<file path="src/design/pipePkg.sv">
// Pipeline-internal control codes and memory sizes used by the stages, the buses and the top level
package pipePkg;

	// ALU operation select
	typedef logic [2:0] aluCtrl;

	localparam aluCtrl ALU_AND  = 3'd0;
	localparam aluCtrl ALU_OR   = 3'd1;
	localparam aluCtrl ALU_ADD  = 3'd2;
	localparam aluCtrl ALU_SLT  = 3'd3;
	localparam aluCtrl ALU_SLL  = 3'd5;
	localparam aluCtrl ALU_SUB  = 3'd6;
	localparam aluCtrl ALU_SLTU = 3'd7;

	// Branch condition carried to execute
	typedef logic [1:0] brKind;

	localparam brKind BR_NONE = 2'd0;
	localparam brKind BR_EQ   = 2'd1;
	localparam brKind BR_NE   = 2'd2;
	localparam brKind BR_GTZ  = 2'd3;

	// Memory depths in words
	localparam int IMEM_WORDS = 256;
	localparam int DMEM_WORDS = 256;

	typedef logic [$clog2(IMEM_WORDS)-1:0] imemAddr;
	typedef logic [$clog2(DMEM_WORDS)-1:0] dmemAddr;

endpackage

</file>
<file path="src/design/isaPkg.sv">
// Instruction-set encodings and word types for the MIPS subset, shared by decode and the testbench
package isaPkg;

	// Basic machine values
	typedef logic [31:0] word;
	typedef logic [4:0]  regIdx;
	typedef logic [5:0]  opcode;
	typedef logic [5:0]  funct;
	typedef logic [15:0] imm16;

	// Primary opcodes
	localparam opcode OP_RTYPE = 6'b000000;
	localparam opcode OP_ADDI  = 6'b001000;
	localparam opcode OP_LW    = 6'b100011;
	localparam opcode OP_SW    = 6'b101011;
	localparam opcode OP_BEQ   = 6'b000100;
	localparam opcode OP_BNE   = 6'b000101;
	localparam opcode OP_BGTZ  = 6'b000111;

	// R-type function codes
	localparam funct FN_ADD  = 6'b100000;
	localparam funct FN_ADDU = 6'b100001;
	localparam funct FN_SUB  = 6'b100010;
	localparam funct FN_SUBU = 6'b100011;
	localparam funct FN_AND  = 6'b100100;
	localparam funct FN_OR   = 6'b100101;
	localparam funct FN_SLL  = 6'b000000;
	localparam funct FN_SLT  = 6'b101010;
	localparam funct FN_SLTU = 6'b101011;

endpackage
</file>
<file path="src/design/pipeBuses.sv">
// Stage-to-stage bundles; each stage drives its src modport and the next stage reads dst
`timescale 1ns/10ps

// Decode to execute: control bits plus operands
interface decExBus;
	logic valid;
	pipePkg::aluCtrl aluOp;
	logic aluSrcImm;
	logic signExt;
	logic regDst;
	logic memWr;
	logic memToReg;
	logic regWr;
	pipePkg::brKind brKind;
	isaPkg::word busA;
	isaPkg::word busB;
	// Low half is imm16, or the whole word is a branch target
	isaPkg::word imm;
	logic [4:0] shamt;
	isaPkg::regIdx rt;
	isaPkg::regIdx rd;

	modport src (output valid, aluOp, aluSrcImm, signExt, regDst, memWr, memToReg, regWr,
		brKind, busA, busB, imm, shamt, rt, rd);
	modport dst (input valid, aluOp, aluSrcImm, signExt, regDst, memWr, memToReg, regWr,
		brKind, busA, busB, imm, shamt, rt, rd);
endinterface


// Writeback into the register file
interface wbBus;
	logic regWr;
	isaPkg::regIdx rw;
	isaPkg::word busW;

	modport src (output regWr, rw, busW);
	modport dst (input regWr, rw, busW);
endinterface

</file>
<file path="src/design/decodeStage.sv">
// Decode stage: control generation, register file with write-through, decode/execute register
`timescale 1ns/10ps

module decodeStage (
	input  logic        clk,
	input  logic        rstN,
	input  isaPkg::word inst,
	input  isaPkg::word instPc,
	input  logic        instValid,
	input  logic        flush,
	wbBus.dst           wb,
	decExBus.src        dec
);

	isaPkg::opcode op;
	isaPkg::funct fn;
	isaPkg::regIdx rs, rt, rd, dest;
	isaPkg::imm16 immField;
	isaPkg::word busA, busB, brTarget;
	isaPkg::word regs [32];

	pipePkg::aluCtrl ctlAluOp;
	pipePkg::brKind brSel;
	logic ctlAluSrcImm, ctlSignExt, ctlRegDst, ctlMemWr, ctlMemToReg, ctlRegWr;
	logic live;

	assign op       = inst[31:26];
	assign rs       = inst[25:21];
	assign rt       = inst[20:16];
	assign rd       = inst[15:11];
	assign immField = inst[15:0];
	assign fn       = inst[5:0];

	// Slot survives only if fetched and not squashed by a branch in execute
	assign live = instValid && !flush;

	always_comb begin
		ctlAluOp     = pipePkg::ALU_ADD;
		ctlAluSrcImm = 1'b0;
		ctlSignExt   = 1'b0;
		ctlRegDst    = 1'b0;
		ctlMemWr     = 1'b0;
		ctlMemToReg  = 1'b0;
		ctlRegWr     = 1'b0;
		brSel        = pipePkg::BR_NONE;
		case (op)
			isaPkg::OP_RTYPE: begin
				ctlRegDst = 1'b1;
				ctlRegWr  = 1'b1;
				case (fn)
					isaPkg::FN_ADD, isaPkg::FN_ADDU: ctlAluOp = pipePkg::ALU_ADD;
					isaPkg::FN_SUB, isaPkg::FN_SUBU: ctlAluOp = pipePkg::ALU_SUB;
					isaPkg::FN_AND:  ctlAluOp = pipePkg::ALU_AND;
					isaPkg::FN_OR:   ctlAluOp = pipePkg::ALU_OR;
					isaPkg::FN_SLL:  ctlAluOp = pipePkg::ALU_SLL;
					isaPkg::FN_SLT:  ctlAluOp = pipePkg::ALU_SLT;
					isaPkg::FN_SLTU: ctlAluOp = pipePkg::ALU_SLTU;
					default:         ctlRegWr = 1'b0;
				endcase
			end
			isaPkg::OP_ADDI: begin
				ctlAluSrcImm = 1'b1;
				ctlSignExt   = 1'b1;
				ctlRegWr     = 1'b1;
			end
			isaPkg::OP_LW: begin
				ctlAluSrcImm = 1'b1;
				ctlSignExt   = 1'b1;
				ctlMemToReg  = 1'b1;
				ctlRegWr     = 1'b1;
			end
			isaPkg::OP_SW: begin
				ctlAluSrcImm = 1'b1;
				ctlSignExt   = 1'b1;
				ctlMemWr     = 1'b1;
			end
			isaPkg::OP_BEQ:  brSel = pipePkg::BR_EQ;
			isaPkg::OP_BNE:  brSel = pipePkg::BR_NE;
			isaPkg::OP_BGTZ: brSel = pipePkg::BR_GTZ;
			default: ;
		endcase
	end

	// Register 0 is never written, so the enable drops here
	assign dest = ctlRegDst ? rd : rt;

	// PC-relative offset resolved to an absolute address
	assign brTarget = instPc + 32'd4 + {{14{immField[15]}}, immField, 2'b00};

	always_ff @(posedge clk) begin
		if (wb.regWr) begin
			regs[wb.rw] <= wb.busW;
		end
	end

	// Reads see a writeback landing in the same cycle
	assign busA = (rs == '0) ? '0 : (wb.regWr && wb.rw == rs) ? wb.busW : regs[rs];
	assign busB = (rt == '0) ? '0 : (wb.regWr && wb.rw == rt) ? wb.busW : regs[rt];

	always_ff @(posedge clk) begin
		if (!rstN) begin
			dec.valid    <= 1'b0;
			dec.regWr    <= 1'b0;
			dec.memWr    <= 1'b0;
			dec.memToReg <= 1'b0;
			dec.brKind   <= pipePkg::BR_NONE;
		end else begin
			dec.valid    <= live;
			dec.regWr    <= live && ctlRegWr && (dest != '0);
			dec.memWr    <= live && ctlMemWr;
			dec.memToReg <= live && ctlMemToReg;
			dec.brKind   <= live ? brSel : pipePkg::BR_NONE;
		end
	end

	always_ff @(posedge clk) begin
		dec.aluOp     <= ctlAluOp;
		dec.aluSrcImm <= ctlAluSrcImm;
		dec.signExt   <= ctlSignExt;
		dec.regDst    <= ctlRegDst;
		dec.busA      <= busA;
		dec.busB      <= busB;
		dec.imm       <= (brSel != pipePkg::BR_NONE) ? brTarget : {16'b0, immField};
		dec.shamt     <= inst[10:6];
		dec.rt        <= rt;
		dec.rd        <= rd;
	end

endmodule

</file>
<file path="src/flat_wrapper.sv">
// flat-port wrapper written by rule: the top's interface ports become plain ports
module decodeStage_flat 
  (clk, rstN, inst, instPc, instValid, flush, wb_regWr, wb_rw, wb_busW, dec_valid, dec_aluOp, dec_aluSrcImm, dec_signExt, dec_regDst, dec_memWr, dec_memToReg, dec_regWr, dec_brKind, dec_busA, dec_busB, dec_imm, dec_shamt, dec_rt, dec_rd);
  wbBus wb_i ();
  decExBus dec_i ();
  input  logic clk;
  input  logic rstN;
  input  isaPkg::word inst;
  input  isaPkg::word instPc;
  input  logic instValid;
  input  logic flush;
  input wire logic [$bits(wb_i.regWr)-1:0] wb_regWr;
  input wire logic [$bits(wb_i.rw)-1:0] wb_rw;
  input wire logic [$bits(wb_i.busW)-1:0] wb_busW;
  output wire logic [$bits(dec_i.valid)-1:0] dec_valid;
  output wire logic [$bits(dec_i.aluOp)-1:0] dec_aluOp;
  output wire logic [$bits(dec_i.aluSrcImm)-1:0] dec_aluSrcImm;
  output wire logic [$bits(dec_i.signExt)-1:0] dec_signExt;
  output wire logic [$bits(dec_i.regDst)-1:0] dec_regDst;
  output wire logic [$bits(dec_i.memWr)-1:0] dec_memWr;
  output wire logic [$bits(dec_i.memToReg)-1:0] dec_memToReg;
  output wire logic [$bits(dec_i.regWr)-1:0] dec_regWr;
  output wire logic [$bits(dec_i.brKind)-1:0] dec_brKind;
  output wire logic [$bits(dec_i.busA)-1:0] dec_busA;
  output wire logic [$bits(dec_i.busB)-1:0] dec_busB;
  output wire logic [$bits(dec_i.imm)-1:0] dec_imm;
  output wire logic [$bits(dec_i.shamt)-1:0] dec_shamt;
  output wire logic [$bits(dec_i.rt)-1:0] dec_rt;
  output wire logic [$bits(dec_i.rd)-1:0] dec_rd;
  assign wb_i.regWr = wb_regWr;
  assign wb_i.rw = wb_rw;
  assign wb_i.busW = wb_busW;
  assign dec_valid = dec_i.valid;
  assign dec_aluOp = dec_i.aluOp;
  assign dec_aluSrcImm = dec_i.aluSrcImm;
  assign dec_signExt = dec_i.signExt;
  assign dec_regDst = dec_i.regDst;
  assign dec_memWr = dec_i.memWr;
  assign dec_memToReg = dec_i.memToReg;
  assign dec_regWr = dec_i.regWr;
  assign dec_brKind = dec_i.brKind;
  assign dec_busA = dec_i.busA;
  assign dec_busB = dec_i.busB;
  assign dec_imm = dec_i.imm;
  assign dec_shamt = dec_i.shamt;
  assign dec_rt = dec_i.rt;
  assign dec_rd = dec_i.rd;
  decodeStage u_core (.clk(clk), .rstN(rstN), .inst(inst), .instPc(instPc), .instValid(instValid), .flush(flush), .wb(wb_i), .dec(dec_i));
endmodule
</file>
<file path="config.mk">
export PLATFORM = sky130hd
export DESIGN_NAME = decodeStage_flat
export DESIGN_NICKNAME = d
export VERILOG_FILES = /design/src/design/pipePkg.sv /design/src/design/isaPkg.sv /design/src/design/pipeBuses.sv /design/src/design/decodeStage.sv /design/src/flat_wrapper.sv
export SDC_FILE = /design/constraint.sdc
export NUM_CORES = 1
export LEC_CHECK = 0
export CELL_PAD_IN_SITES_DETAIL_PLACEMENT = 0
export CELL_PAD_IN_SITES_GLOBAL_PLACEMENT = 1
export CORE_UTILIZATION = 40
export CTS_BUF_LIST = sky130_fd_sc_hd__clkbuf_2 sky130_fd_sc_hd__clkbuf_4 sky130_fd_sc_hd__clkbuf_8
export DETAILED_ROUTE_END_ITERATION = 8
export DONT_BUFFER_PORTS = 1
export PLACE_DENSITY = 0.59
export SYNTH_ARGS = -nofsm -noshare
export SYNTH_HDL_FRONTEND = slang
export SYNTH_SLANG_ARGS = --single-unit
</file>
<file path="constraint.sdc">
create_clock -name clk -period 4.3 [get_ports clk]
set_input_delay 0.86 -clock clk [delete_from_list [all_inputs] [get_ports clk]]
set_output_delay 0.86 -clock clk [all_outputs]
set_load 0.02 [all_outputs]
</file>
Yosys cells after proc, flatten, opt, wreduce, memory -nomap -nowiden --
Memory sizes are Yosys's and may differ from the RTL's. A register that Yosys moved wholly into a read port is not among the register bits. Index checks and enable logic that the tools add are counted.
Operators by class: $add $sub $neg 2, equality and inequality tests 14, muxes and demuxes 12, reduce and logical (&&, ||, !) cells 17
Operator list (count):
- 6-bit equality test (second input constant) | 10
- 32-bit by 3-bit adder with 32-bit output (second input constant) | 1
- 32-bit adder | 1
- 6-bit by 3-bit equality test with 1-bit output (second input constant) | 3
- 3-bit case mux with 6 select lines | 1
- 16-bit two-way mux | 1
- 6-bit zero test | 2
- 5-bit zero test | 2
- 9-bit OR reduction | 1
- 1-bit two-way mux | 7
- 6-bit by 4-bit equality test with 1-bit output (second input constant) | 1
- 2-bit case mux with 3 select lines | 1
- 1-bit logical AND | 5
- 5-bit two-way mux | 1
- 5-bit nonzero test | 1
- 2-bit OR reduction | 2
- 3-bit OR reduction | 1
- 1-bit case mux with 2 select lines | 1
- 2-bit AND reduction | 1
- 2-bit nonzero test | 1
- 1-bit zero test | 1
Word-level totals: bits of input ports 106, memories 1, RAM bits 1024, register bits after elaboration 58
Memories:
- u_core.regs | depth 32, bits a word 32, read ports 2, clocked after memory_dff 2, wr ports 1, RTL line decodeStage.sv:20 | isaPkg::word regs [32];

Logic depth before layout (Yosys ltp) --
Gate-level depths: netlist (run 1).
word-level depth 6, gate-level depth with buffers 12, mapped depth without buffers 12

Least setup slack after synthesis (run 1) --
No wires, ideal clock.
path type input to register, start point input port wb_rw[0], end point memory u_core.regs[28][0] in the netlist's numbering (enable), data required time 3.879 ns, setup time 0.421 ns, arrival time 3.027 ns, slack 0.851 ns, stages on the path 4, path through clkbuf_1 -> or3b_2 -> clkbuf_1 -> nor2_1
RTL lines:
- start, declared | RTL line flat_wrapper.sv:13 | input wire logic [$bits(wb_i.rw)-1:0] wb_rw;
- end, declared | RTL line decodeStage.sv:20
No word-level cell before the write port.

Final worst setup path (run 1) --
start point input port inst[17], end point register u_core.dec.busB[22] in the netlist's numbering (read register of u_core.regs)
Between the ends: word-level cells in the longest chain between the ends 1
Ends and longest elaborated chain:
- start, declared | RTL line flat_wrapper.sv:8 | input isaPkg::word inst;
- 5-bit zero test | RTL line decodeStage.sv:98 | assign busB = (rt == '0) ? '0 : (wb.regWr && wb.rw == rt) ? wb.busW : regs[rt];
- end, declared | RTL line pipeBuses.sv:24 | brKind, busA, busB, imm, shamt, rt, rd);
Several ways; a longest one is shown, not always the timed one. A chain may end at the register's enable or synchronous reset.

==> results.py, run 1 <==
metrics = {
    "floorplan": {
        "io_pins": 229,
        "die_y_um": 365,
        "core_area_um2": 130000,
        "dieArea_um2": 133000,
        "die_x_um": 365,
        "initial_core_util_pct": 40.5,
        "rows": 132,
    },
    "setup_path": {
        "rr_endpoint": "u_core.dec.busB[31]$_SDFF_PN0_",
        "cpPeakStageDelay_ps": 830,
        "reg2reg_from": "u_core.regs[31][31]$_DFFE_PP_",
        "cp_max_fo": 243,
        "cp-end-kind": "flop",
        "start_kind": "input port",
        "required_ps": 5110,
        "reg2reg_slack_ps": 1890,
        "rr_worst_depth": 5,
        "critPathKind": "in2reg",
        "cpMaxStageDelayCell": "or3_1",
        "crit_arrival_ps": 3930,
        "path_cells": "or3_1 > nor3_1 > or2_2 > nor2_2 > buf_4 > a222oi_1 > inv_1",
    },
    "route": {
        "wl_met3_mm": 15.6,
        "dr.pass1.iters": 8,
        "routed-wl-met2_mm": 81.3,
        "dr_total_vias": 30500,
        "routedWlPerCell_um": 35.9,
        "drt_iter0_drc": 3714,
        "wirelength_mm": 173,
        "drtAntennaViolNets": 0,
        "drc": 0,
        "vias_per_cell": 6.31,
        "wl_met1_mm": 71.5,
        "dr.max_layer_used": "met4",
    },
    "clock_tree": {
        "h-tree-depth": 4,
        "numCtsBuffers": 197,
        "clk_latency_ps": 930,
        "tritoncts": "built",
        "clockRootBuffer": "clkbuf_8",
        "clock_path_buffers": 3,
        "clkTransAtPathRegs_ps": 60,
        "cts.sinks": 1146,
        "cts_setup_buffers": 0,
    },
    "logic_synthesis": {
        "seq_area_frac_synth_pct": 63.1,
        "yosys_warnings": 0,
        "synth-edff-count": 1024,
        "syn_area_per_cell_um2": 18.9,
        "syn_area_um2": 52600,
        "synthTopCellsByArea": "edfxtp_1 (58%), mux4_2 (23%), dfxtp_1 (4.6%)",
        "ys_ff_latch": 1146,
        "synth_cells": 2781,
        "synth_ff_type": "edfxtp_1",
        "async_reset_ff_share_pct": 0,
        "syn_nets": 2945,
        "synth_cell_type_count": 56,
        "synth_top_area_share_pct": 58.5,
        "yosys.area.top_type": "edfxtp_1",
    },
    "timing": {
        "final-max-slew-violation-count": 0,
        "max_slew.worst_pin.slew_ps": 1390,
        "finalSetupTns_ps": 0,
        "slew_headroom_pct": 7.12,
        "skew_ps": 37.3,
        "max_freq_ghz": 0.320,
        "min_period_over_period_pct": 72.7,
        "setup_viol": 0,
        "rsz0062_at_grt": "false",
        "hold_viol_final": 0,
        "fin_crit_ps": 3120,
        "worst_slack_ps": 1180,
    },
    "global_route": {
        "antenna_found_initial": 5,
        "grt_max_degree": 301,
        "globalRouteTotalUtil_pct": 26.2,
        "grt_pass1_wl_mm": 241,
        "overflow": 0,
        "grt_pass1_vias": 31600,
    },
    "power": {
        "power_mw": 24.5,
        "p_sw_mw": 5.78,
        "p_seq_share_pct": 51.8,
        "ir_drop_v": 0.000283,
        "swShare_pct": 23.6,
        "p_per_area_nw_per_um2": 411,
        "p_int_mw": 18.7,
        "combPwrFrac_pct": 7.3,
        "p_clk_share_pct": 40.8,
        "p_leak_nw": 19.0,
    },
    "final_layout": {
        "seqCellArea_um2": 33200,
        "design_area_um2": 59500,
        "drive_above_1_share_pct": 35.1,
        "nNetsFinal": 3074,
        "fillCellCount": 11100,
        "synthToLayoutAreaGrowth_pct": 13.2,
        "multiInputGateArea_um2": 18700,
    },
    "worst_hold_path": {
        "hp-class": "in2reg",
        "hold_depth": 2,
        "min_to": "u_core.dec.busB[3]$_SDFF_PN0_",
        "worstHoldStart": "wb_busW[3]",
    },
    "place": {
        "portBuffers": 0,
        "finalWeightedCongestion": 0.799,
        "dpl_cell_area_um2": 54900,
        "dpl.hpwl_mm": 84.9,
        "dp_slack_ps": 490,
    },
    "run_status": {
        "status": "completed",
    },
    "job": {
        "cap_violations": 0,
    },
}
==> power groups by stage <==
stage	clock, mW	combinational [mW]	sequential [mW]
after floorplan	0	1.46	12.8
after global placement	0	1.58	12.9
after detailed placement	0	1.58	12.9
after global routing	10.7	1.90	12.7
after CTS	10.2	1.78	12.7
final	9.99	1.80	12.7
==> kinds of logic after synthesis <==
family	count (synthesis)	synth area share, %
AND/OR/NAND/NOR	300	2.49
adder cells (fa/ha/maj)	58	1.39
multiplexers	706	26.6
XOR/XNOR	34	0.566
flip-flops	1146	63.1
AO/OA/AOI/OAI	310	3.94
buffers and inverters	227	1.93
==> through the flow <==
stage	instances	utilization, %	hold slack (ps)
3_5_place_dp	4388	42.2	808
6_report	4825	45.8	81.3
2_1_floorplan	2781	-	695
4_1_cts	4817	45.8	0.0356
3_3_place_gp	4388	42.2	766
5_1_grt	4820	45.8	28.4
==> layout by cell type (no fill, tap or decap), types with 22 or more instances in the layout <==
| cell type | Yosys | layout |
|---|---|---|
| edfxtp_1 | 1024 | 1024 |
| ha_1 | 57 | 57 |
| clkbuf_4 | 0 | 61 |
| nand2_1 | 111 | 110 |
| clkinv_1 | 0 | 42 |
| o21ai_0 | 63 | 63 |
| nor2_1 | 116 | 82 |
| mux2_2 | 97 | 97 |
| o22ai_1 | 39 | 39 |
| dfxtp_1 | 122 | 122 |
| mux4_2 | 542 | 542 |
| o31ai_1 | 38 | 38 |
| o221ai_1 | 22 | 22 |
| buf_4 | 16 | 46 |
| nor2_4 | 0 | 34 |
| mux2i_1 | 67 | 67 |
| buf_12 | 0 | 23 |
| a21oi_1 | 59 | 59 |
| clkinv_2 | 0 | 28 |
| clkbuf_8 | 0 | 220 |
| dlygate4sd3_1 | 0 | 63 |
| inv_1 | 25 | 25 |
==> Yosys cell counts (5+ instances only) <==
| library cell | instances |
|---|---|
| o221ai_1 | 22 |
| clkbuf_1 | 103 |
| a211oi_1 | 15 |
| nor2b_1 | 6 |
| nor3_1 | 14 |
| a22o_1 | 8 |
| nand2b_1 | 6 |
| a222oi_1 | 15 |
| buf_1 | 17 |
| inv_1 | 25 |
| and3_1 | 7 |
| mux2i_1 | 67 |
| o21ai_0 | 63 |
| nand4_1 | 6 |
| o22ai_1 | 39 |
| nand3_1 | 8 |
| xor2_1 | 20 |
| o31ai_1 | 38 |
| xnor2_1 | 14 |
| buf_2 | 62 |
| nor4_1 | 5 |
| buf_4 | 16 |
| nand2_1 | 111 |
| dfxtp_1 | 122 |
| mux4_2 | 542 |
| edfxtp_1 | 1024 |
| nand3b_1 | 6 |
| ha_1 | 57 |
| a221oi_1 | 10 |
| o21a_1 | 8 |
| mux2_2 | 97 |
| a21oi_1 | 59 |
| o21bai_1 | 13 |
| nor2_1 | 116 |
==> sequential cells by signal, summed over array words and instances (netlist names), 2 cells and up <==
register,cells
u_core.dec.brKind,2
u_core.dec.rd,5
u_core.dec.rt,5
u_core.dec.aluOp,3
u_core.regs,1024
u_core.dec.shamt,5
u_core.dec.busA,32
u_core.dec.imm,32
u_core.dec.busB,32
==> repair_timing <==
action	CTS	global route
gates resized for setup	0	0
endpoints found under the hold margin	1013	0
hold buffers	65	0
==> how the worst max path moves through the flow <==
stage | from | to | slack [ps] | cells after the start
after floorplan | wb_rw[0] | u_core.regs[28][0]$_DFFE_PP_ | 850 | 4
after global placement | inst[0] | u_core.dec.imm[31]$_SDFF_PP0_ | 450 | 12
after detailed placement | inst[0] | u_core.dec.imm[31]$_SDFF_PP0_ | 490 | 12
after CTS | inst[0] | u_core.dec.imm[31]$_SDFF_PP0_ | 1490 | 12
after global routing | inst[0] | u_core.dec.imm[31]$_SDFF_PP0_ | 1230 | 12
final | inst[17] | u_core.dec.busB[22]$_SDFF_PN0_ | 1180 | 7
==> per-layer routing <==
metal / vias to the layer above / track usage (%)
met4: 0 / 7.91
li1: 12100 / -
met1: 16500 / 36.2
met2: 1555 / 40.9
met3: 275 / 6.54
met5: - / 0
==> critical path: cells and delay by family <==
kind                   cells  cell delay [ps]
AO/OA/AOI/OAI              1              340
buffers and inverters      2              360
AND/OR/NAND/NOR            4             1740
==> cell type report <==
cell class	instances	share of cell area, %
diodes	8	0.0336
clock inverters	83	0.788
clock buffers	281	5.85
inverters	25	0.158
repair buffers	132	2.41
well taps	1742	3.66
flip-flops and latches	1146	55.7
multi-input cells	1408	31.3
Note: power is estimated with default switching activity, not from simulation.
==> inputs of run 2 (changes only) <==
==> constraint.sdc (replaced) <==
create_clock -name clk -period 3.1 [get_ports clk]
set_input_delay 0.62 -clock clk [delete_from_list [all_inputs] [get_ports clk]]
set_output_delay 0.62 -clock clk [all_outputs]
set_load 0.02 [all_outputs]
==> results.py, run 2 (synthesis results as in run 1) <==
metrics = {
    "final_layout": {
        "regMostFlops": "u_core.regs",
        "synthToLayoutAreaGrowth_pct": 15.3,
        "drive_above_1_share_pct": 37.0,
        "final_cell_mix": "edfxtp_1 (1024), mux4_2 (542), clkbuf_8 (229)",
        "layout_commonest_cell": "edfxtp_1",
        "design_area_um2": 60700,
        "nNetsFinal": 3147,
        "largest_register_ffs": 1024,
        "fillCellCount": 11000,
    },
    "setup_path": {
        "cp-end-kind": "flop",
        "reg2reg_slack_ps": 960,
        "crit_arrival_ps": 3600,
        "required_ps": 3920,
        "startpoint": "instPc[2]",
        "cp_max_fo": 3,
        "path_cells": "dlygate4sd3_1 > inv_1 > ha_1 > inv_1 > ha_1 > fa_1 > a21oi_1 > o221ai_1 > a41oi_2 > nor2_1 > a21oi_2 > mux2i_1 > or3b_1",
        "cpPeakStageDelay_ps": 530,
        "rr_worst_depth": 5,
        "reg2reg_from": "u_core.regs[27][0]$_DFFE_PP_",
        "start_kind": "input port",
        "cpMaxStageDelayCell": "dlygate4sd3_1",
        "rr_endpoint": "u_core.dec.busB[0]$_SDFF_PN0_",
        "critPathKind": "in2reg",
        "cp-endpoint": "u_core.dec.imm[31]$_SDFF_PP0_",
    },
    "worst_hold_path": {
        "hp-class": "in2reg",
        "worstHoldStart": "inst[19]",
    },
    "route": {
        "wirelength_mm": 168,
        "vias_per_cell": 6.18,
        "dr.pass1.iters": 7,
        "routedWlPerCell_um": 34.4,
        "drc": 0,
        "dr_total_vias": 30300,
        "drtAntennaViolNets": 0,
        "drt_iter0_drc": 3280,
    },
    "run_status": {
        "status": "completed",
    },
    "place": {
        "dpl_cell_area_um2": 55500,
        "dpl.hpwl_mm": 90.5,
        "finalWeightedCongestion": 0.811,
        "portBuffers": 0,
        "dp_slack_ps": -116,
    },
    "global_route": {
        "grt_pass1_vias": 31400,
        "antenna_found_initial": 9,
        "grtUsageMet1_pct": 34.4,
        "gr-usage-met2_pct": 40.5,
        "met3_usage_pct": 6.30,
        "top_usage_layer": "met2",
        "grt_max_degree": 301,
        "grt_pass1_wl_mm": 237,
        "globalRouteTotalUtil_pct": 25.4,
        "overflow": 0,
    },
    "timing": {
        "final-max-slew-violation-count": 0,
        "worst_slack_ps": 318,
        "fin_crit_ps": 2780,
        "skew_ps": 66.3,
        "hold_viol_final": 0,
        "max_freq_ghz": 0.359,
        "min_period_over_period_pct": 89.7,
        "rsz0062_at_grt": "false",
        "slew_headroom_pct": 3.54,
        "max_slew.worst_pin.slew_ps": 1450,
        "setup_viol": 0,
    },
    "floorplan": {
        "rows": 132,
        "die_x_um": 365,
        "core_area_um2": 130000,
        "io_pins": 229,
        "initial_core_util_pct": 40.5,
        "die_y_um": 365,
        "dieArea_um2": 133000,
    },
    "clock_tree": {
        "clkTransAtPathRegs_ps": 60,
        "clk_latency_ps": 960,
        "cts_setup_buffers": 0,
        "clockRootBuffer": "clkbuf_8",
        "h-tree-depth": 4,
        "tritoncts": "built",
        "clock_path_buffers": 3,
        "cts.sinks": 1146,
        "numCtsBuffers": 198,
    },
    "job": {
        "cap_violations": 0,
    },
    "power": {
        "p_leak_nw": 19.6,
        "ir_drop_v": 0.000441,
        "p_per_area_nw_per_um2": 572,
    },
}
==> run 2: cell types whose count changed in the layout (fill, tap and decap cells not counted), sizes merged <==
cell / previous run / this run
clkinv: 70 / 55
clkinvlp: 7 / 5
bufinv: 3 / 4
dlygate4sd3: 63 / 76
clkbuf: 281 / 300
inv: 28 / 31
buf: 69 / 128
==> run 2: area by class of cell <==
cell class              count  area (µm²)  share of cell area, %
flip-flops and latches   1146       33200                   54.7
multi-input cells        1408       18700                   30.8
clock buffers             300        3680                   6.08
repair buffers            204        2310                   3.81
well taps                1742        2180                   3.59
clock inverters            70         495                  0.817
inverters                  25        93.8                  0.155
diodes                      8        20.0                 0.0330
==> run 2: worst max-delay path: cells and delay by family <==
family | cells | cell delay [ps]
AO/OA/AOI/OAI | 4 | 990
AND/OR/NAND/NOR | 2 | 450
buffers and inverters | 3 | 630
adder cells (fa/ha/maj) | 3 | 810
multiplexers | 1 | 90
==> run 2: how the worst min path moves through the flow <==
stage,endpoint,cells after the start
after floorplan,u_core.dec.rd[0]$_DFF_P_,0
after global placement,u_core.dec.shamt[0]$_DFF_P_,0
after detailed placement,u_core.dec.shamt[2]$_DFF_P_,0
after CTS,u_core.dec.busA[28]$_SDFF_PN0_,2
after global routing,u_core.dec.busB[26]$_SDFF_PN0_,3
final,u_core.dec.busB[26]$_SDFF_PN0_,3
==> run 2: per-layer routing <==
metal	share of wire, %	vias to the layer above
li1	-	12300
met1	41	16300
met2	48	1449
met3	8.3	262
met4	2.5	0
met5	0	-
==> run 2: metrics by stage <==
stage	setup TNS, ps	cells	utilization [%]	total power, mW	hold WS, ps
6_report	0	4903	46.7	34.7	59.2
5_1_grt	0	4901	46.7	35.8	12.1
4_1_cts	0	4895	46.6	35.0	7.31
3_5_place_dp	-245	4439	42.7	20.2	648
3_3_place_gp	-172	4439	42.7	20.2	648
2_1_floorplan	-26860	2781	-	19.8	648
==> run 2: repair_timing <==
| action | in CTS | in global routing |
|---|---|---|
| hold buffers | 86 | 0 |
| resized for setup | 0 | 0 |
| endpoints found under the hold margin | 1133 | 0 |
| endpoints found under the setup margin | 0 | 0 |
==> run 2: report_power, final <==
part           switching [mW]  internal, mW
Clock                    6.49          7.95
Sequential              0.409          17.1
Combinational            1.27          1.41
Total                    8.17          26.5
