## config.mk

```make
export PLATFORM = sky130hd
export DESIGN_NAME = executeStage_flat
export DESIGN_NICKNAME = d
export VERILOG_FILES = /design/src/design/pipePkg.sv /design/src/design/isaPkg.sv /design/src/design/pipeBuses.sv /design/src/design/executeStage.sv /design/src/flat_wrapper.sv
export SDC_FILE = /design/constraint.sdc
export NUM_CORES = 1
export LEC_CHECK = 0
export ABC_AREA = 1
export BUFFER_PORTS_ARGS = -buffer_cell sky130_fd_sc_hd__buf_2
export CAP_MARGIN = 20
export CORE_UTILIZATION = 50
export DETAILED_ROUTE_END_ITERATION = 7
export HOLD_SLACK_MARGIN = 0.15
export PLACE_DENSITY_LB_ADDON = 0.3
export SYNTH_ARGS = -nofsm -noshare
export SYNTH_HDL_FRONTEND = slang
export SYNTH_SLANG_ARGS = --single-unit
```

## constraint.sdc

```tcl
create_clock -name clk -period 6.2 [get_ports clk]
set_input_delay 0.62 -clock clk [delete_from_list [all_inputs] [get_ports clk]]
set_output_delay 0.62 -clock clk [all_outputs]
set_load 0.02 [all_outputs]
```

## src/design/pipePkg.sv

```systemverilog
// Pipeline-internal control codes and memory sizes used by the stages, the buses and the top level
package pipePkg;

	// ALU operation select
	typedef logic [2:0] aluCtrl;

	localparam aluCtrl ALU_AND  = 3'd0;
	localparam aluCtrl ALU_OR   = 3'd1;
	localparam aluCtrl ALU_ADD  = 3'd2;
	localparam aluCtrl ALU_SLT  = 3'd3;
	localparam aluCtrl ALU_SLL  = 3'd5;
	localparam aluCtrl ALU_SUB  = 3'd6;
	localparam aluCtrl ALU_SLTU = 3'd7;

	// Branch condition carried to execute
	typedef logic [1:0] brKind;

	localparam brKind BR_NONE = 2'd0;
	localparam brKind BR_EQ   = 2'd1;
	localparam brKind BR_NE   = 2'd2;
	localparam brKind BR_GTZ  = 2'd3;

	// Memory depths in words
	localparam int IMEM_WORDS = 256;
	localparam int DMEM_WORDS = 256;

	typedef logic [$clog2(IMEM_WORDS)-1:0] imemAddr;
	typedef logic [$clog2(DMEM_WORDS)-1:0] dmemAddr;

endpackage

```

## src/design/isaPkg.sv

```systemverilog
// Instruction-set encodings and word types for the MIPS subset, shared by decode and the testbench
package isaPkg;

	// Basic machine values
	typedef logic [31:0] word;
	typedef logic [4:0]  regIdx;
	typedef logic [5:0]  opcode;
	typedef logic [5:0]  funct;
	typedef logic [15:0] imm16;

	// Primary opcodes
	localparam opcode OP_RTYPE = 6'b000000;
	localparam opcode OP_ADDI  = 6'b001000;
	localparam opcode OP_LW    = 6'b100011;
	localparam opcode OP_SW    = 6'b101011;
	localparam opcode OP_BEQ   = 6'b000100;
	localparam opcode OP_BNE   = 6'b000101;
	localparam opcode OP_BGTZ  = 6'b000111;

	// R-type function codes
	localparam funct FN_ADD  = 6'b100000;
	localparam funct FN_ADDU = 6'b100001;
	localparam funct FN_SUB  = 6'b100010;
	localparam funct FN_SUBU = 6'b100011;
	localparam funct FN_AND  = 6'b100100;
	localparam funct FN_OR   = 6'b100101;
	localparam funct FN_SLL  = 6'b000000;
	localparam funct FN_SLT  = 6'b101010;
	localparam funct FN_SLTU = 6'b101011;

endpackage
```

## src/design/pipeBuses.sv

```systemverilog
// Stage-to-stage bundles; each stage drives its src modport and the next stage reads dst
`timescale 1ns/10ps

// Decode to execute: control bits plus operands
interface decExBus;
	logic valid;
	pipePkg::aluCtrl aluOp;
	logic aluSrcImm;
	logic signExt;
	logic regDst;
	logic memWr;
	logic memToReg;
	logic regWr;
	pipePkg::brKind brKind;
	isaPkg::word busA;
	isaPkg::word busB;
	// Low half is imm16, or the whole word is a branch target
	isaPkg::word imm;
	logic [4:0] shamt;
	isaPkg::regIdx rt;
	isaPkg::regIdx rd;

	modport src (output valid, aluOp, aluSrcImm, signExt, regDst, memWr, memToReg, regWr,
		brKind, busA, busB, imm, shamt, rt, rd);
	modport dst (input valid, aluOp, aluSrcImm, signExt, regDst, memWr, memToReg, regWr,
		brKind, busA, busB, imm, shamt, rt, rd);
endinterface

// Execute to memory
interface exMemBus;
	logic valid;
	isaPkg::word aluOut;
	isaPkg::word storeData;
	isaPkg::regIdx rw;
	logic memWr;
	logic memToReg;
	logic regWr;

	modport src (output valid, aluOut, storeData, rw, memWr, memToReg, regWr);
	modport dst (input valid, aluOut, storeData, rw, memWr, memToReg, regWr);
endinterface


```

## src/design/executeStage.sv

```systemverilog
// Execute stage: ALU, operand select, branch resolution and the execute/memory register
`timescale 1ns/10ps

module executeStage (
	input  logic        clk,
	input  logic        rstN,
	decExBus.dst        dec,
	exMemBus.src        exm,
	output logic        branchTaken,
	output isaPkg::word branchTarget
);

	isaPkg::word immExt, opB, aluOut;
	isaPkg::regIdx rw;
	logic brCond;

	assign immExt = dec.signExt ? {{16{dec.imm[15]}}, dec.imm[15:0]} : {16'b0, dec.imm[15:0]};
	assign opB    = dec.aluSrcImm ? immExt : dec.busB;

	// add and sub simply wrap, no overflow trap
	always_comb begin
		case (dec.aluOp)
			pipePkg::ALU_AND:  aluOut = dec.busA & opB;
			pipePkg::ALU_OR:   aluOut = dec.busA | opB;
			pipePkg::ALU_ADD:  aluOut = dec.busA + opB;
			pipePkg::ALU_SUB:  aluOut = dec.busA - opB;
			pipePkg::ALU_SLT:  aluOut = {31'b0, $signed(dec.busA) < $signed(opB)};
			pipePkg::ALU_SLTU: aluOut = {31'b0, dec.busA < opB};
			pipePkg::ALU_SLL:  aluOut = dec.busB << dec.shamt;
			default:           aluOut = '0;
		endcase
	end

	assign rw = dec.regDst ? dec.rd : dec.rt;

	always_comb begin
		case (dec.brKind)
			pipePkg::BR_EQ:  brCond = (dec.busA == dec.busB);
			pipePkg::BR_NE:  brCond = (dec.busA != dec.busB);
			pipePkg::BR_GTZ: brCond = ($signed(dec.busA) > 0);
			default:         brCond = 1'b0;
		endcase
	end

	// Target was already made absolute in decode
	assign branchTaken  = dec.valid && brCond;
	assign branchTarget = dec.imm;

	always_ff @(posedge clk) begin
		if (!rstN) begin
			exm.valid    <= 1'b0;
			exm.memWr    <= 1'b0;
			exm.memToReg <= 1'b0;
			exm.regWr    <= 1'b0;
		end else begin
			exm.valid    <= dec.valid;
			exm.memWr    <= dec.valid && dec.memWr;
			exm.memToReg <= dec.valid && dec.memToReg;
			exm.regWr    <= dec.valid && dec.regWr;
		end
	end

	always_ff @(posedge clk) begin
		exm.aluOut    <= aluOut;
		exm.storeData <= dec.busB;
		exm.rw        <= rw;
	end

endmodule

```

## src/flat_wrapper.sv

```systemverilog
// flat-port wrapper written by rule: the top's interface ports become plain ports
module executeStage_flat 
  (clk, rstN, branchTaken, branchTarget, dec_valid, dec_aluOp, dec_aluSrcImm, dec_signExt, dec_regDst, dec_memWr, dec_memToReg, dec_regWr, dec_brKind, dec_busA, dec_busB, dec_imm, dec_shamt, dec_rt, dec_rd, exm_valid, exm_aluOut, exm_storeData, exm_rw, exm_memWr, exm_memToReg, exm_regWr);
  decExBus dec_i ();
  exMemBus exm_i ();
  input  logic clk;
  input  logic rstN;
  output logic branchTaken;
  output isaPkg::word branchTarget;
  input wire logic [$bits(dec_i.valid)-1:0] dec_valid;
  input wire logic [$bits(dec_i.aluOp)-1:0] dec_aluOp;
  input wire logic [$bits(dec_i.aluSrcImm)-1:0] dec_aluSrcImm;
  input wire logic [$bits(dec_i.signExt)-1:0] dec_signExt;
  input wire logic [$bits(dec_i.regDst)-1:0] dec_regDst;
  input wire logic [$bits(dec_i.memWr)-1:0] dec_memWr;
  input wire logic [$bits(dec_i.memToReg)-1:0] dec_memToReg;
  input wire logic [$bits(dec_i.regWr)-1:0] dec_regWr;
  input wire logic [$bits(dec_i.brKind)-1:0] dec_brKind;
  input wire logic [$bits(dec_i.busA)-1:0] dec_busA;
  input wire logic [$bits(dec_i.busB)-1:0] dec_busB;
  input wire logic [$bits(dec_i.imm)-1:0] dec_imm;
  input wire logic [$bits(dec_i.shamt)-1:0] dec_shamt;
  input wire logic [$bits(dec_i.rt)-1:0] dec_rt;
  input wire logic [$bits(dec_i.rd)-1:0] dec_rd;
  output wire logic [$bits(exm_i.valid)-1:0] exm_valid;
  output wire logic [$bits(exm_i.aluOut)-1:0] exm_aluOut;
  output wire logic [$bits(exm_i.storeData)-1:0] exm_storeData;
  output wire logic [$bits(exm_i.rw)-1:0] exm_rw;
  output wire logic [$bits(exm_i.memWr)-1:0] exm_memWr;
  output wire logic [$bits(exm_i.memToReg)-1:0] exm_memToReg;
  output wire logic [$bits(exm_i.regWr)-1:0] exm_regWr;
  assign dec_i.valid = dec_valid;
  assign dec_i.aluOp = dec_aluOp;
  assign dec_i.aluSrcImm = dec_aluSrcImm;
  assign dec_i.signExt = dec_signExt;
  assign dec_i.regDst = dec_regDst;
  assign dec_i.memWr = dec_memWr;
  assign dec_i.memToReg = dec_memToReg;
  assign dec_i.regWr = dec_regWr;
  assign dec_i.brKind = dec_brKind;
  assign dec_i.busA = dec_busA;
  assign dec_i.busB = dec_busB;
  assign dec_i.imm = dec_imm;
  assign dec_i.shamt = dec_shamt;
  assign dec_i.rt = dec_rt;
  assign dec_i.rd = dec_rd;
  assign exm_valid = exm_i.valid;
  assign exm_aluOut = exm_i.aluOut;
  assign exm_storeData = exm_i.storeData;
  assign exm_rw = exm_i.rw;
  assign exm_memWr = exm_i.memWr;
  assign exm_memToReg = exm_i.memToReg;
  assign exm_regWr = exm_i.regWr;
  executeStage u_core (.clk(clk), .rstN(rstN), .dec(dec_i), .exm(exm_i), .branchTaken(branchTaken), .branchTarget(branchTarget));
endmodule
```

## Yosys cells after proc, flatten, opt, wreduce, memory -nomap -nowiden

Index checks and enable logic that the tools add are counted.

- Shift operators: 1
- Eq/ne operators: 11
- Mux-type cells: 5
- Reduce and logical (&&, ||, !) cells: 5
- Magnitude comparators: 3
- Add/sub/neg operators: 2
- Bitwise logic cells: 2

Operators with widths:

| kind | count |
|---|---|
| one-hot mux 32 bit (7 select lines) | 1 |
| less-than comparator 32 bit | 2 |
| two-way mux 32 bit | 2 |
| adder 32 bit | 1 |
| bitwise AND 32 bit | 1 |
| == test 32 bit | 1 |
| greater-than comparator 32 x 1 -> 1 bit (second input constant) | 1 |
| inequality test 32 bit | 1 |
| bitwise OR 32 bit | 1 |
| left shift 32 x 5 -> 32 bit | 1 |
| subtractor 32 bit | 1 |
| == test 3 bit (second input constant) | 3 |
| == test 3 x 2 -> 1 bit (second input constant) | 2 |
| two-way mux 5 bit | 1 |
| == test 2 bit (second input constant) | 2 |
| logical AND 1 bit | 4 |
| == test 3 x 1 -> 1 bit (second input constant) | 1 |
| zero test 3 bit | 1 |
| one-hot mux 1 bit (3 select lines) | 1 |
| == test 2 x 1 -> 1 bit (second input constant) | 1 |

- Output and inout port bits: 106
- Bits in registers: 73
- Word-level logic and storage cells: 36
- Input port bits: 125

## Logic depth before layout (Yosys ltp)

Gate-level depths: netlist of run 1.

- Depth after elaboration: 4
- Depth in mapped cells: 20
- Depth with buffers taken out: 19

## Worst setup path before layout of run 1

OpenSTA, ideal clock, no wires.

- Path kind: input-to-reg
- From: input dec_aluSrcImm
- To: register u_core.exm.aluOut[30]
- Setup time: 0.120 ns
- Arrival: 2.676 ns
- Setup slack: 3.404 ns
- Path buffers: 1
- Data required time: 6.080 ns
- Stages: 20
- Cells stage by stage: inv_1 -> clkbuf_1 -> or2_2 -> o21ai_0 -> inv_1 -> ha_1 -> inv_1 -> fa_1 -> inv_1 -> nand3_1 -> nand2_1 -> nand2_1 -> nand2_1 -> nand2_1 -> nand2_1 -> nand2_1 -> nand2_1 -> nand2_1 -> nand3_1 -> nand3_1

- Longest elaborated chain between the ends: 3
- Elaborated cells between the ends (all ways): 6
- Classes of those cells: 2 x add/sub; 2 x mux; 2 x bitwise

Ends and longest elaborated chain:

| element | line | source |
|---|---|---|
| start, declared | flat_wrapper.sv:12 | `input wire logic [$bits(dec_i.aluSrcImm)-1:0] dec_aluSrcImm;` |
| two-way mux 32 bit (*) | executeStage.sv:18 | `assign opB = dec.aluSrcImm ? immExt : dec.busB;` |
| subtractor 32 bit, or another cell as far along | executeStage.sv:26 | `pipePkg::ALU_SUB: aluOut = dec.busA - opB;` |
| one-hot mux 32 bit (7 select lines) (*) | executeStage.sv:22 | `case (dec.aluOp)` |
| via u_core.aluOut[30] | executeStage.sv:13 | `isaPkg::word immExt, opB, aluOut;` |
| end, declared | pipeBuses.sv:39 | `modport src (output valid, aluOut, storeData, rw, memWr, memToReg, regWr);` |

Mark *: on every way through the listed nets, which the timed path passes. The rest lies on a longest branch.
A chain may end at the register's enable or synchronous reset.

## Worst setup path in the final report of run 1

- From: input dec_aluSrcImm
- To: register u_core.exm.aluOut[31]

Same word-level chain as after synthesis.

==> results.sh, run 1 <==
export IMPL_synth_ff_latch_count=73
export IMPL_timing_critical_path_cells="buf_2 > inv_1 > or2_2 > o21ai_0 > ha_1 > o21ai_0 > a21oi_1 > nand2_1 > nand2_1 > nand2_1 > nand2_1 > nand2_1 > nand2_1 > nand3_1 > nand3_1"
export IMPL_cts_root_buffer="clkbuf_16"
export IMPL_final_setup_tns_ps=0
export IMPL_dieHeight_um=147
export IMPL_placement_io_buffers=198
export IMPL_fin_hold_ws_ps=382
export IMPL_synth_warning_count=0
export IMPL_grt_max_degree=60
export IMPL_placement_cell_area_um2=11400
export IMPL_final_antenna_net_count=0
export IMPL_critical_path_startpoint_type="input pin"
export IMPL_final_critical_path_setup_slack_ps=2570
export IMPL_final_net_count=2282
export IMPL_cts_repair_resize_count=0
export IMPL_cp_slowest_stage_delay_ps=470
export IMPL_cts_inserted_buffers=9
export IMPL_detail_route_drc_violations=0
export IMPL_synth_top_family_by_area="simple AND/OR/NAND/NOR gates"
export IMPL_synth_flop_cell="dfxtp_1"
export IMPL_arrival_ps=3880
export IMPL_timing_worst_setup_path_type="in2reg"
export IMPL_synth_mux_area_share_pct=0.532
export IMPL_finalSetupViolCount=0
export IMPL_routed_wl_um=43700
export IMPL_worst_setup_hold_path_clk_slew_ps=70
export IMPL_critPathSlowestCell="ha_1"
export IMPL_syn_nets=2164
export IMPL_post_synth_num_cell_types=41
export IMPL_htree_levels=3
export IMPL_syn_area_per_cell_um2=5.46
export IMPL_cts_hold_buffers=0
export IMPL_achievable_frequency_ghz=0.275
export IMPL_synth_adder_area_share_pct=12.0
export IMPL_groute_usage_overall_pct=39.8
export IMPL_design_die_area_um2=21800
export IMPL_mostFrequentLayoutCells="nand2_1 (605), inv_1 (333), nand3_1 (239)"
export IMPL_count_of_placed_standard_cells_including_taps=2316
export IMPL_drive_gt1_share_pct=13.0
export IMPL_design_core_area_um2=20500
export IMPL_power_leakage_nw=6.69
export IMPL_post_layout_total_power_mw=2.13
export IMPL_effective_utilization_at_floorplan_pct=51.6
export IMPL_dr_pass1_iters=6
export IMPL_synth_compound_gate_area_share_pct=11.5
export IMPL_synth_instances=1939
export IMPL_post_synthesis_cell_area_um2=10600
export IMPL_layout_min_cycle_time_ps=3630
export IMPL_place_congestion=0.996
export IMPL_slew_limit_headroom_pct=28.5
export IMPL_required_ps=6440
export IMPL_global_route_overflow_total=0
export IMPL_final_common_cell="nand2_1"
export IMPL_final_max_slew_viol_count=0
export IMPL_tritoncts="yes"
export IMPL_synth_top_cell_area_share_pct=21.5
export IMPL_synthTopCellsByArea="nand2_1 (21%), dfxtp_1 (14%), inv_1 (12%), ha_1 (12%), nand3_1 (11%)"
export IMPL_drt_vias_per_instance=5.65
export IMPL_die_width_um=147
export IMPL_antenna_violations_before_repair=1
export IMPL_report_final_hold_viol_count=0
export IMPL_run_status="finished, final reports clean"
export IMPL_layout_worst_path_cycle_share_pct=58.6
export IMPL_clock_sinks=73
export IMPL_rows=52
export IMPL_wire_per_inst_um=18.7
export IMPL_ant_diodes=0
export IMPL_post_synth_xor_area_fraction_pct=0.828
export IMPL_cts_path_max_buffers=2
export IMPL_drt_iter0_drc=1616
export IMPL_peakVddDrop_mv=0.134
export IMPL_ioPinCount=231
export IMPL_wire_length_of_the_first_global_routing_pass_um=65400
export IMPL_area_growth_syn_to_layout_pct=10.2
export IMPL_cpMostUsedCell="nand2_1"
export IMPL_end_kind="flip-flop"
export IMPL_hp_class="in2reg"
export IMPL_synthDominantAreaCellType="nand2_1"
export IMPL_p_per_area_nw_per_um2=182
export IMPL_vias=13170
export IMPL_synth_simple_gate_area_share_pct=43.8
export IMPL_async_reset_ff_share_pct=0
export IMPL_finalInstanceArea_um2=11700
export IMPL_crit_fanout=26
export IMPL_synth_enable_flop_cells=0
export IMPL_layout_core_utilization_pct=56.9
export IMPL_transition_time_at_the_pin_with_the_least_slew_margin_ps=1070
export IMPL_post_place_ws_ps=2370
export IMPL_finish_cell_count_without_fillers=2332
export IMPL_grt_pass1_vias=11490
export IMPL_setup_repair_after_global_routing_missed_its_margin="false"
export IMPL_yosysSeqAreaShare_pct=13.8
export IMPL_post_cts_setup_buffers=0
export IMPL_maxCapViolCount=0
export IMPL_dpl_hpwl_um=36300
-- layer usage --
layer | vias up | track usage [%] | share of wire (%)
met5 | - | 0 | 0.027
met4 | 2 | 13.8 | 3.4
met3 | 97 | 7.13 | 11
met2 | 773 | 59.9 | 42
met1 | 6001 | 56.6 | 44
li1 | 6297 | - | -
-- final timing paths --
kind | startpoint | to | cells after the start
setup / recovery | dec_aluSrcImm | u_core.exm.aluOut[31] | 15
hold / removal | dec_busB[31] | u_core.exm.storeData[31] | 1
-- sequential cells by signal, indices dropped and copies added (netlist names) --
register / flops
u_core.exm.aluOut: 32
u_core.exm.memToReg: 1
u_core.exm.memWr: 1
u_core.exm.regWr: 1
u_core.exm.rw: 5
u_core.exm.storeData: 32
u_core.exm.valid: 1
-- report_power, final --
part	total (mW)	switching (mW)	internal [mW]	leakage (nW)
logic	1.05	0.746	0.309	5.94
registers	0.529	0.0153	0.514	0.612
clock network	0.541	0.257	0.284	0.135
total	2.13	1.02	1.11	6.69
-- synth_stat cells, types with 2 or more instances --
cell type  count
nand2_1      605
nor2_2         7
and2_1         2
nor3_2         3
clkbuf_1      13
buf_4         36
o21ai_0       77
clkbuf_2       5
nand3b_1       6
o21bai_1      12
ha_1          98
a31oi_1        2
or2_2         20
nand4_1       34
nor4_1         2
nor2_1       158
buf_1         11
inv_2         12
o211ai_2       2
buf_2         25
a21oi_1       69
dfxtp_1       73
buf_6          4
nand3_1      239
o21ai_1       17
fa_1           2
nor3_1        15
mux2_2         5
xnor2_1       10
o211ai_1      13
inv_1        333
o22ai_1       20
-- layout make-up --
class                   count  area, um2
clock inverters             6       42.5
multi-input cells        1426       7270
well taps                 270        338
fillers                  2222       8830
repair buffers            201       1010
inverters                 346       1300
flip-flops and latches     73       1460
clock buffers              10        239
-- worst max-delay path: cells and delay by family --
| kind | cells | cell delay (ps) |
|---|---|---|
| AND/OR/NAND/NOR | 9 | 1230 |
| buffers and inverters | 2 | 800 |
| AO/OA/AOI/OAI | 3 | 750 |
| adder cells (fa/ha/maj) | 1 | 470 |
-- logic make-up (layout without fill, tap and decap cells) --
family          Yosys count  count (layout)
simple gates           1093            1093
buf+inv                 440             563
compound gates          218             218
fa+ha+maj               100             100
flops                    73              73
xor+xnor                 10              10
mux                       5               5
Power figures use the tool's default switching activity.
==> inputs of run 2 (changes only) <==
ABC_AREA = 0   (was 1)
clock period = 2.95 ns   (was 6.2 ns; I/O delays follow)
==> results.sh, run 2 <==
export IMPL_run_status="complete, but fails checks"
export IMPL_layout_min_cycle_time_ps=2990
export IMPL_post_synth_num_cell_types=86
export IMPL_synth_flop_cell="dfxtp_1"
export IMPL_async_reset_ff_share_pct=0
export IMPL_end_kind="flip-flop"
export IMPL_power_leakage_nw=6.45
export IMPL_failed_checks="negative setup slack"
export IMPL_min_path_cells=2
export IMPL_cpMostUsedCell="o21ai_2"
export IMPL_layout_worst_path_cycle_share_pct=102
export IMPL_final_antenna_net_count=0
export IMPL_syn_area_per_cell_um2=7.80
export IMPL_global_route_overflow_total=0
export IMPL_synthTopCellsByArea="dfxtp_1 (16%), ha_1 (13%), mux2i_1 (7.6%), xnor2_1 (5.6%), mux4_2 (4.9%)"
export IMPL_transition_time_at_the_pin_with_the_least_slew_margin_ps=748
export IMPL_critPathSlowestCell="a2111oi_4"
export IMPL_min_delay_worst_endpoint="u_core.exm.rw[4]"
export IMPL_critical_path_buf_inv_count=2
export IMPL_slew_limit_headroom_pct=49.6
export IMPL_cts_inserted_buffers=9
export IMPL_post_synth_top_count_cell="inv_1"
export IMPL_grt_pass1_vias=10284
export IMPL_maxCapViolCount=0
export IMPL_required_ps=3190
export IMPL_hp_start="dec_rt[4]"
export IMPL_post_layout_total_power_mw=5.24
export IMPL_peakVddDrop_mv=0.376
export IMPL_synth_enable_flop_cells=0
export IMPL_post_synthesis_cell_area_um2=9230
export IMPL_cts_root_buffer="clkbuf_16"
export IMPL_groute_usage_overall_pct=43.3
export IMPL_timing_worst_setup_path_type="in2reg"
export IMPL_detail_route_drc_violations=0
export IMPL_worst_setup_hold_path_clk_slew_ps=70
export IMPL_crit_fanout=6
export IMPL_final_critical_path_setup_slack_ps=-44.6
export IMPL_rows=49
export IMPL_wire_length_of_the_first_global_routing_pass_um=60200
export IMPL_cpLargestDelayFamily="compound AO/OA/AOI/OAI gates"
export IMPL_layout_core_utilization_pct=73.8
export IMPL_synth_warning_count=0
export IMPL_finalSetupViolCount=4
export IMPL_report_final_hold_viol_count=0
export IMPL_area_growth_syn_to_layout_pct=44.2
export IMPL_drt_vias_per_instance=6.11
export IMPL_critical_path_startpoint_type="input pin"
export IMPL_fillerInstances=1426
export IMPL_setup_repair_after_global_routing_missed_its_margin="true"
export IMPL_dpl_hpwl_um=34000
export IMPL_largest_registers="u_core.exm.aluOut (32), u_core.exm.storeData (32), u_core.exm.rw (5)"
export IMPL_hp_class="in2reg"
export IMPL_final_max_slew_viol_count=0
export IMPL_synthDominantAreaCellType="dfxtp_1"
export IMPL_wire_per_inst_um=22.6
export IMPL_dieHeight_um=138
export IMPL_ant_diodes=0
export IMPL_routed_wl_um=42300
export IMPL_grt_max_degree=47
export IMPL_place_congestion=1.08
export IMPL_design_die_area_um2=19000
export IMPL_final_common_cell="buf_4"
export IMPL_synth_ff_latch_count=73
export IMPL_p_per_area_nw_per_um2=393
export IMPL_effective_utilization_at_floorplan_pct=51.2
export IMPL_design_core_area_um2=18000
export IMPL_arrival_ps=3240
export IMPL_drive_gt1_share_pct=41.7
export IMPL_cp_slowest_stage_delay_ps=470
export IMPL_syn_nets=1408
export IMPL_drt_iter0_drc=1448
export IMPL_antenna_violations_before_repair=0
export IMPL_vias=11410
export IMPL_fin_hold_ws_ps=158
export IMPL_synth_top_cell_area_share_pct=15.8
export IMPL_yosysSeqAreaShare_pct=15.8
export IMPL_cts_path_max_buffers=2
export IMPL_die_width_um=138
export IMPL_placement_io_buffers=198
export IMPL_timing_critical_path_cells="buf_12 > mux2i_4 > inv_2 > ha_4 > fa_2 > nor2_4 > o221ai_4 > a2111oi_4 > o21ai_2 > o211ai_2 > a21boi_4 > nor2_2 > o21ai_2 > a221o_1"
export IMPL_mostFrequentLayoutCells="buf_4 (326), buf_2 (197), inv_1 (111)"
export IMPL_clock_sinks=73
export IMPL_achievable_frequency_ghz=0.334
export IMPL_ioPinCount=231
export IMPL_final_setup_tns_ps=-132
export IMPL_yosys_top_cells_count="inv_1 (114), nor2_1 (111), ha_1 (98)"
export IMPL_tritoncts="yes"
export IMPL_htree_levels=3
export IMPL_synth_instances=1183
export IMPL_dr_pass1_iters=6
export IMPL_final_net_count=1857
run 2: power breakdown:
group / switching, mW / leakage, nW / internal (mW)
combinational: 1.65 / 5.69 / 1.30
sequential: 0.0319 / 0.612 / 1.08
clock: 0.568 / 0.145 / 0.597
run 2: routing by layer:
metal	vias up	track usage (%)	part of all wire (%)
li1	5115	-	-
met3	142	9.42	12
met2	831	63.8	42
met5	-	0	0
met4	0	22.5	5.6
met1	5322	58.6	40
run 2: cell families after synthesis:
group,count (synthesis),share of synthesized area (%)
multiplexers,104,14.2
AND/OR/NAND/NOR,310,16.0
XOR/XNOR,64,6.08
adder cells (fa/ha/maj),100,13.7
flip-flops,73,15.8
AO/OA/AOI/OAI,319,23.7
buffers and inverters,213,10.6
run 2: layout make-up:
| cell class | count | area, um2 | area share [%] |
|---|---|---|---|
| multi-input combinational | 897 | 7270 | 54.6 |
| timing repair buffer | 532 | 3550 | 26.6 |
| sequential | 73 | 1460 | 11.0 |
| inverter | 119 | 452 | 3.39 |
| tap | 229 | 287 | 2.15 |
| clock buffer | 9 | 225 | 1.69 |
| clock inverter | 7 | 66.3 | 0.498 |
run 2: metrics by stage:
| step | setup slack [ps] | cell area, um2 | std cells |
|---|---|---|---|
| after detailed placement | -660 | 12500 | 1840 |
| after floorplan | -61.3 | 9310 | 1183 |
| after CTS | 0.136 | 12900 | 1863 |
| after global placement | -630 | 12500 | 1840 |
| after global routing | -143 | 13300 | 1866 |
| final | -44.6 | 13300 | 1866 |
run 2: worst max-delay path by stage:
| stage | cells after the start | slack [ps] | to | from |
|---|---|---|---|---|
| CTS | 19 | 0.1 | u_core.exm.aluOut[30] | dec_aluSrcImm |
| finish | 14 | -40 | u_core.exm.aluOut[0] | dec_aluSrcImm |
| detailed placement | 16 | -660 | u_core.exm.aluOut[31] | dec_aluSrcImm |
| global route | 16 | -140 | u_core.exm.aluOut[29] | dec_aluSrcImm |
| global placement | 16 | -630 | u_core.exm.aluOut[31] | dec_aluSrcImm |
| floorplan | 15 | -60 | u_core.exm.aluOut[26] | dec_aluSrcImm |
run 2: repair_timing:
item                                    in CTS  in global routing
endpoints found under the hold margin        5                  0
resized for setup                           14                 84
endpoints found under the setup margin      16                 20
setup buffers                                2                  3
hold buffers                                 5                  0
pin swaps                                    6                 20
==> inputs of run 3 (changes only) <==
CTS_CLUSTER_DIAMETER = 200   (was default)
SKIP_LAST_GASP = 1   (was default)
==> results.sh, run 3 (synthesis gave the netlist of run 2 again) <==
export IMPL_min_path_cells=2
export IMPL_effective_utilization_at_floorplan_pct=51.2
export IMPL_worst_setup_hold_path_clk_slew_ps=70
export IMPL_min_delay_worst_endpoint="u_core.exm.rw[4]"
export IMPL_final_max_slew_viol_count=0
export IMPL_design_die_area_um2=19000
export IMPL_layout_core_utilization_pct=73.7
export IMPL_fillerInstances=1433
export IMPL_report_final_hold_viol_count=0
export IMPL_ioPinCount=231
export IMPL_routed_wl_um=42000
export IMPL_cts_path_max_buffers=2
export IMPL_ant_diodes=0
export IMPL_drt_iter0_drc=1338
export IMPL_maxCapViolCount=0
export IMPL_vias=11417
export IMPL_hp_start="dec_rt[4]"
export IMPL_drive_gt1_share_pct=41.5
export IMPL_tritoncts="yes"
export IMPL_cts_inserted_buffers=9
export IMPL_end_kind="flip-flop"
export IMPL_peakVddDrop_mv=0.377
export IMPL_wire_per_inst_um=22.5
export IMPL_p_per_area_nw_per_um2=393
export IMPL_hp_class="in2reg"
export IMPL_run_status="complete, but fails checks"
export IMPL_setup_repair_after_global_routing_missed_its_margin="true"
export IMPL_htree_levels=3
export IMPL_final_setup_tns_ps=-173
export IMPL_dieHeight_um=138
export IMPL_critical_path_startpoint_type="input pin"
export IMPL_clock_sinks=73
export IMPL_final_critical_path_setup_slack_ps=-46.2
export IMPL_mostFrequentLayoutCells="buf_4 (326), buf_2 (197), inv_1 (111)"
export IMPL_design_core_area_um2=18000
export IMPL_failed_checks="negative setup slack"
export IMPL_finalSetupViolCount=5
export IMPL_rows=49
export IMPL_layout_min_cycle_time_ps=3000
export IMPL_drt_vias_per_instance=6.12
export IMPL_layout_worst_path_cycle_share_pct=102
export IMPL_post_layout_total_power_mw=5.22
export IMPL_area_growth_syn_to_layout_pct=44.0
export IMPL_arrival_ps=3240
export IMPL_final_antenna_net_count=0
export IMPL_cts_root_buffer="clkbuf_16"
export IMPL_dpl_hpwl_um=34000
export IMPL_grt_pass1_vias=10284
export IMPL_crit_fanout=6
export IMPL_groute_usage_overall_pct=43.3
export IMPL_required_ps=3190
export IMPL_final_common_cell="buf_4"
export IMPL_global_route_overflow_total=0
export IMPL_grt_max_degree=47
export IMPL_power_leakage_nw=6.44
export IMPL_timing_worst_setup_path_type="in2reg"
export IMPL_place_congestion=1.08
export IMPL_placement_io_buffers=198
export IMPL_antenna_violations_before_repair=0
export IMPL_wire_length_of_the_first_global_routing_pass_um=60200
export IMPL_final_net_count=1857
export IMPL_dr_pass1_iters=6
export IMPL_achievable_frequency_ghz=0.334
export IMPL_slew_limit_headroom_pct=49.5
export IMPL_die_width_um=138
export IMPL_transition_time_at_the_pin_with_the_least_slew_margin_ps=749
export IMPL_detail_route_drc_violations=0
export IMPL_largest_registers="u_core.exm.aluOut (32), u_core.exm.storeData (32), u_core.exm.rw (5)"
## run 3: worst max path at each step
stage,slack [ps],depth (start not counted),endpoint,startpoint
2_1_floorplan,-60,15,u_core.exm.aluOut[26],dec_aluSrcImm
3_3_place_gp,-630,16,u_core.exm.aluOut[31],dec_aluSrcImm
3_5_place_dp,-660,16,u_core.exm.aluOut[31],dec_aluSrcImm
4_1_cts,0.1,19,u_core.exm.aluOut[30],dec_aluSrcImm
5_1_grt,-140,14,u_core.exm.aluOut[0],dec_aluSrcImm
6_report,-50,14,u_core.exm.aluOut[0],dec_aluSrcImm
## run 3: final cells by class
class / instances / area, um2 / area share [%]
inverter: 119 / 452 / 3.40
timing repair buffer: 532 / 3550 / 26.7
clock buffer: 9 / 225 / 1.69
multi-input combinational: 897 / 7250 / 54.6
sequential: 73 / 1460 / 11.0
clock inverter: 7 / 66.3 / 0.499
tap: 229 / 287 / 2.16
## run 3: layer usage
layer	track usage, %	wire [um]
met5	0	0
met4	22.5	2380
met3	9.42	4790
met2	63.8	17700
met1	58.6	17100
## run 3: through the flow
stage / setup slack [ps] / area, um2 / std cells / hold WS, ps
floorplan: -61.3 / 9310 / 1183 / 323
CTS: 0.136 / 12900 / 1863 / 153
global placement: -630 / 12500 / 1840 / 476
global route: -137 / 13300 / 1866 / 156
finish: -46.2 / 13300 / 1866 / 159
detailed placement: -660 / 12500 / 1840 / 482
## run 3: what timing repair did
item	4_1_cts	5_1_grt
setup buffers	2	3
endpoints found under the setup margin	16	20
cloned	0	0
endpoints found under the hold margin	5	0
hold buffers	5	0
gates resized for setup	14	79
pin swaps	6	20
## run 3: critical path, stage by stage
cell and delay [ps]:
buf_12 110, mux2i_4 240, inv_2 80, ha_4 170
fa_2 420, nor2_4 150, o221ai_4 130, a2111oi_4 470
o21ai_2 150, o211ai_2 330, a21boi_4 140, nor2_2 150
o21ai_2 80, a221o_1 310
## run 3: report_power, final
group          total, mW  leakage [nW]  internal, mW  switching, mW
Clock               1.16         0.145         0.598          0.566
Combinational       2.94          5.69          1.30           1.64
Sequential          1.11         0.612          1.08         0.0320
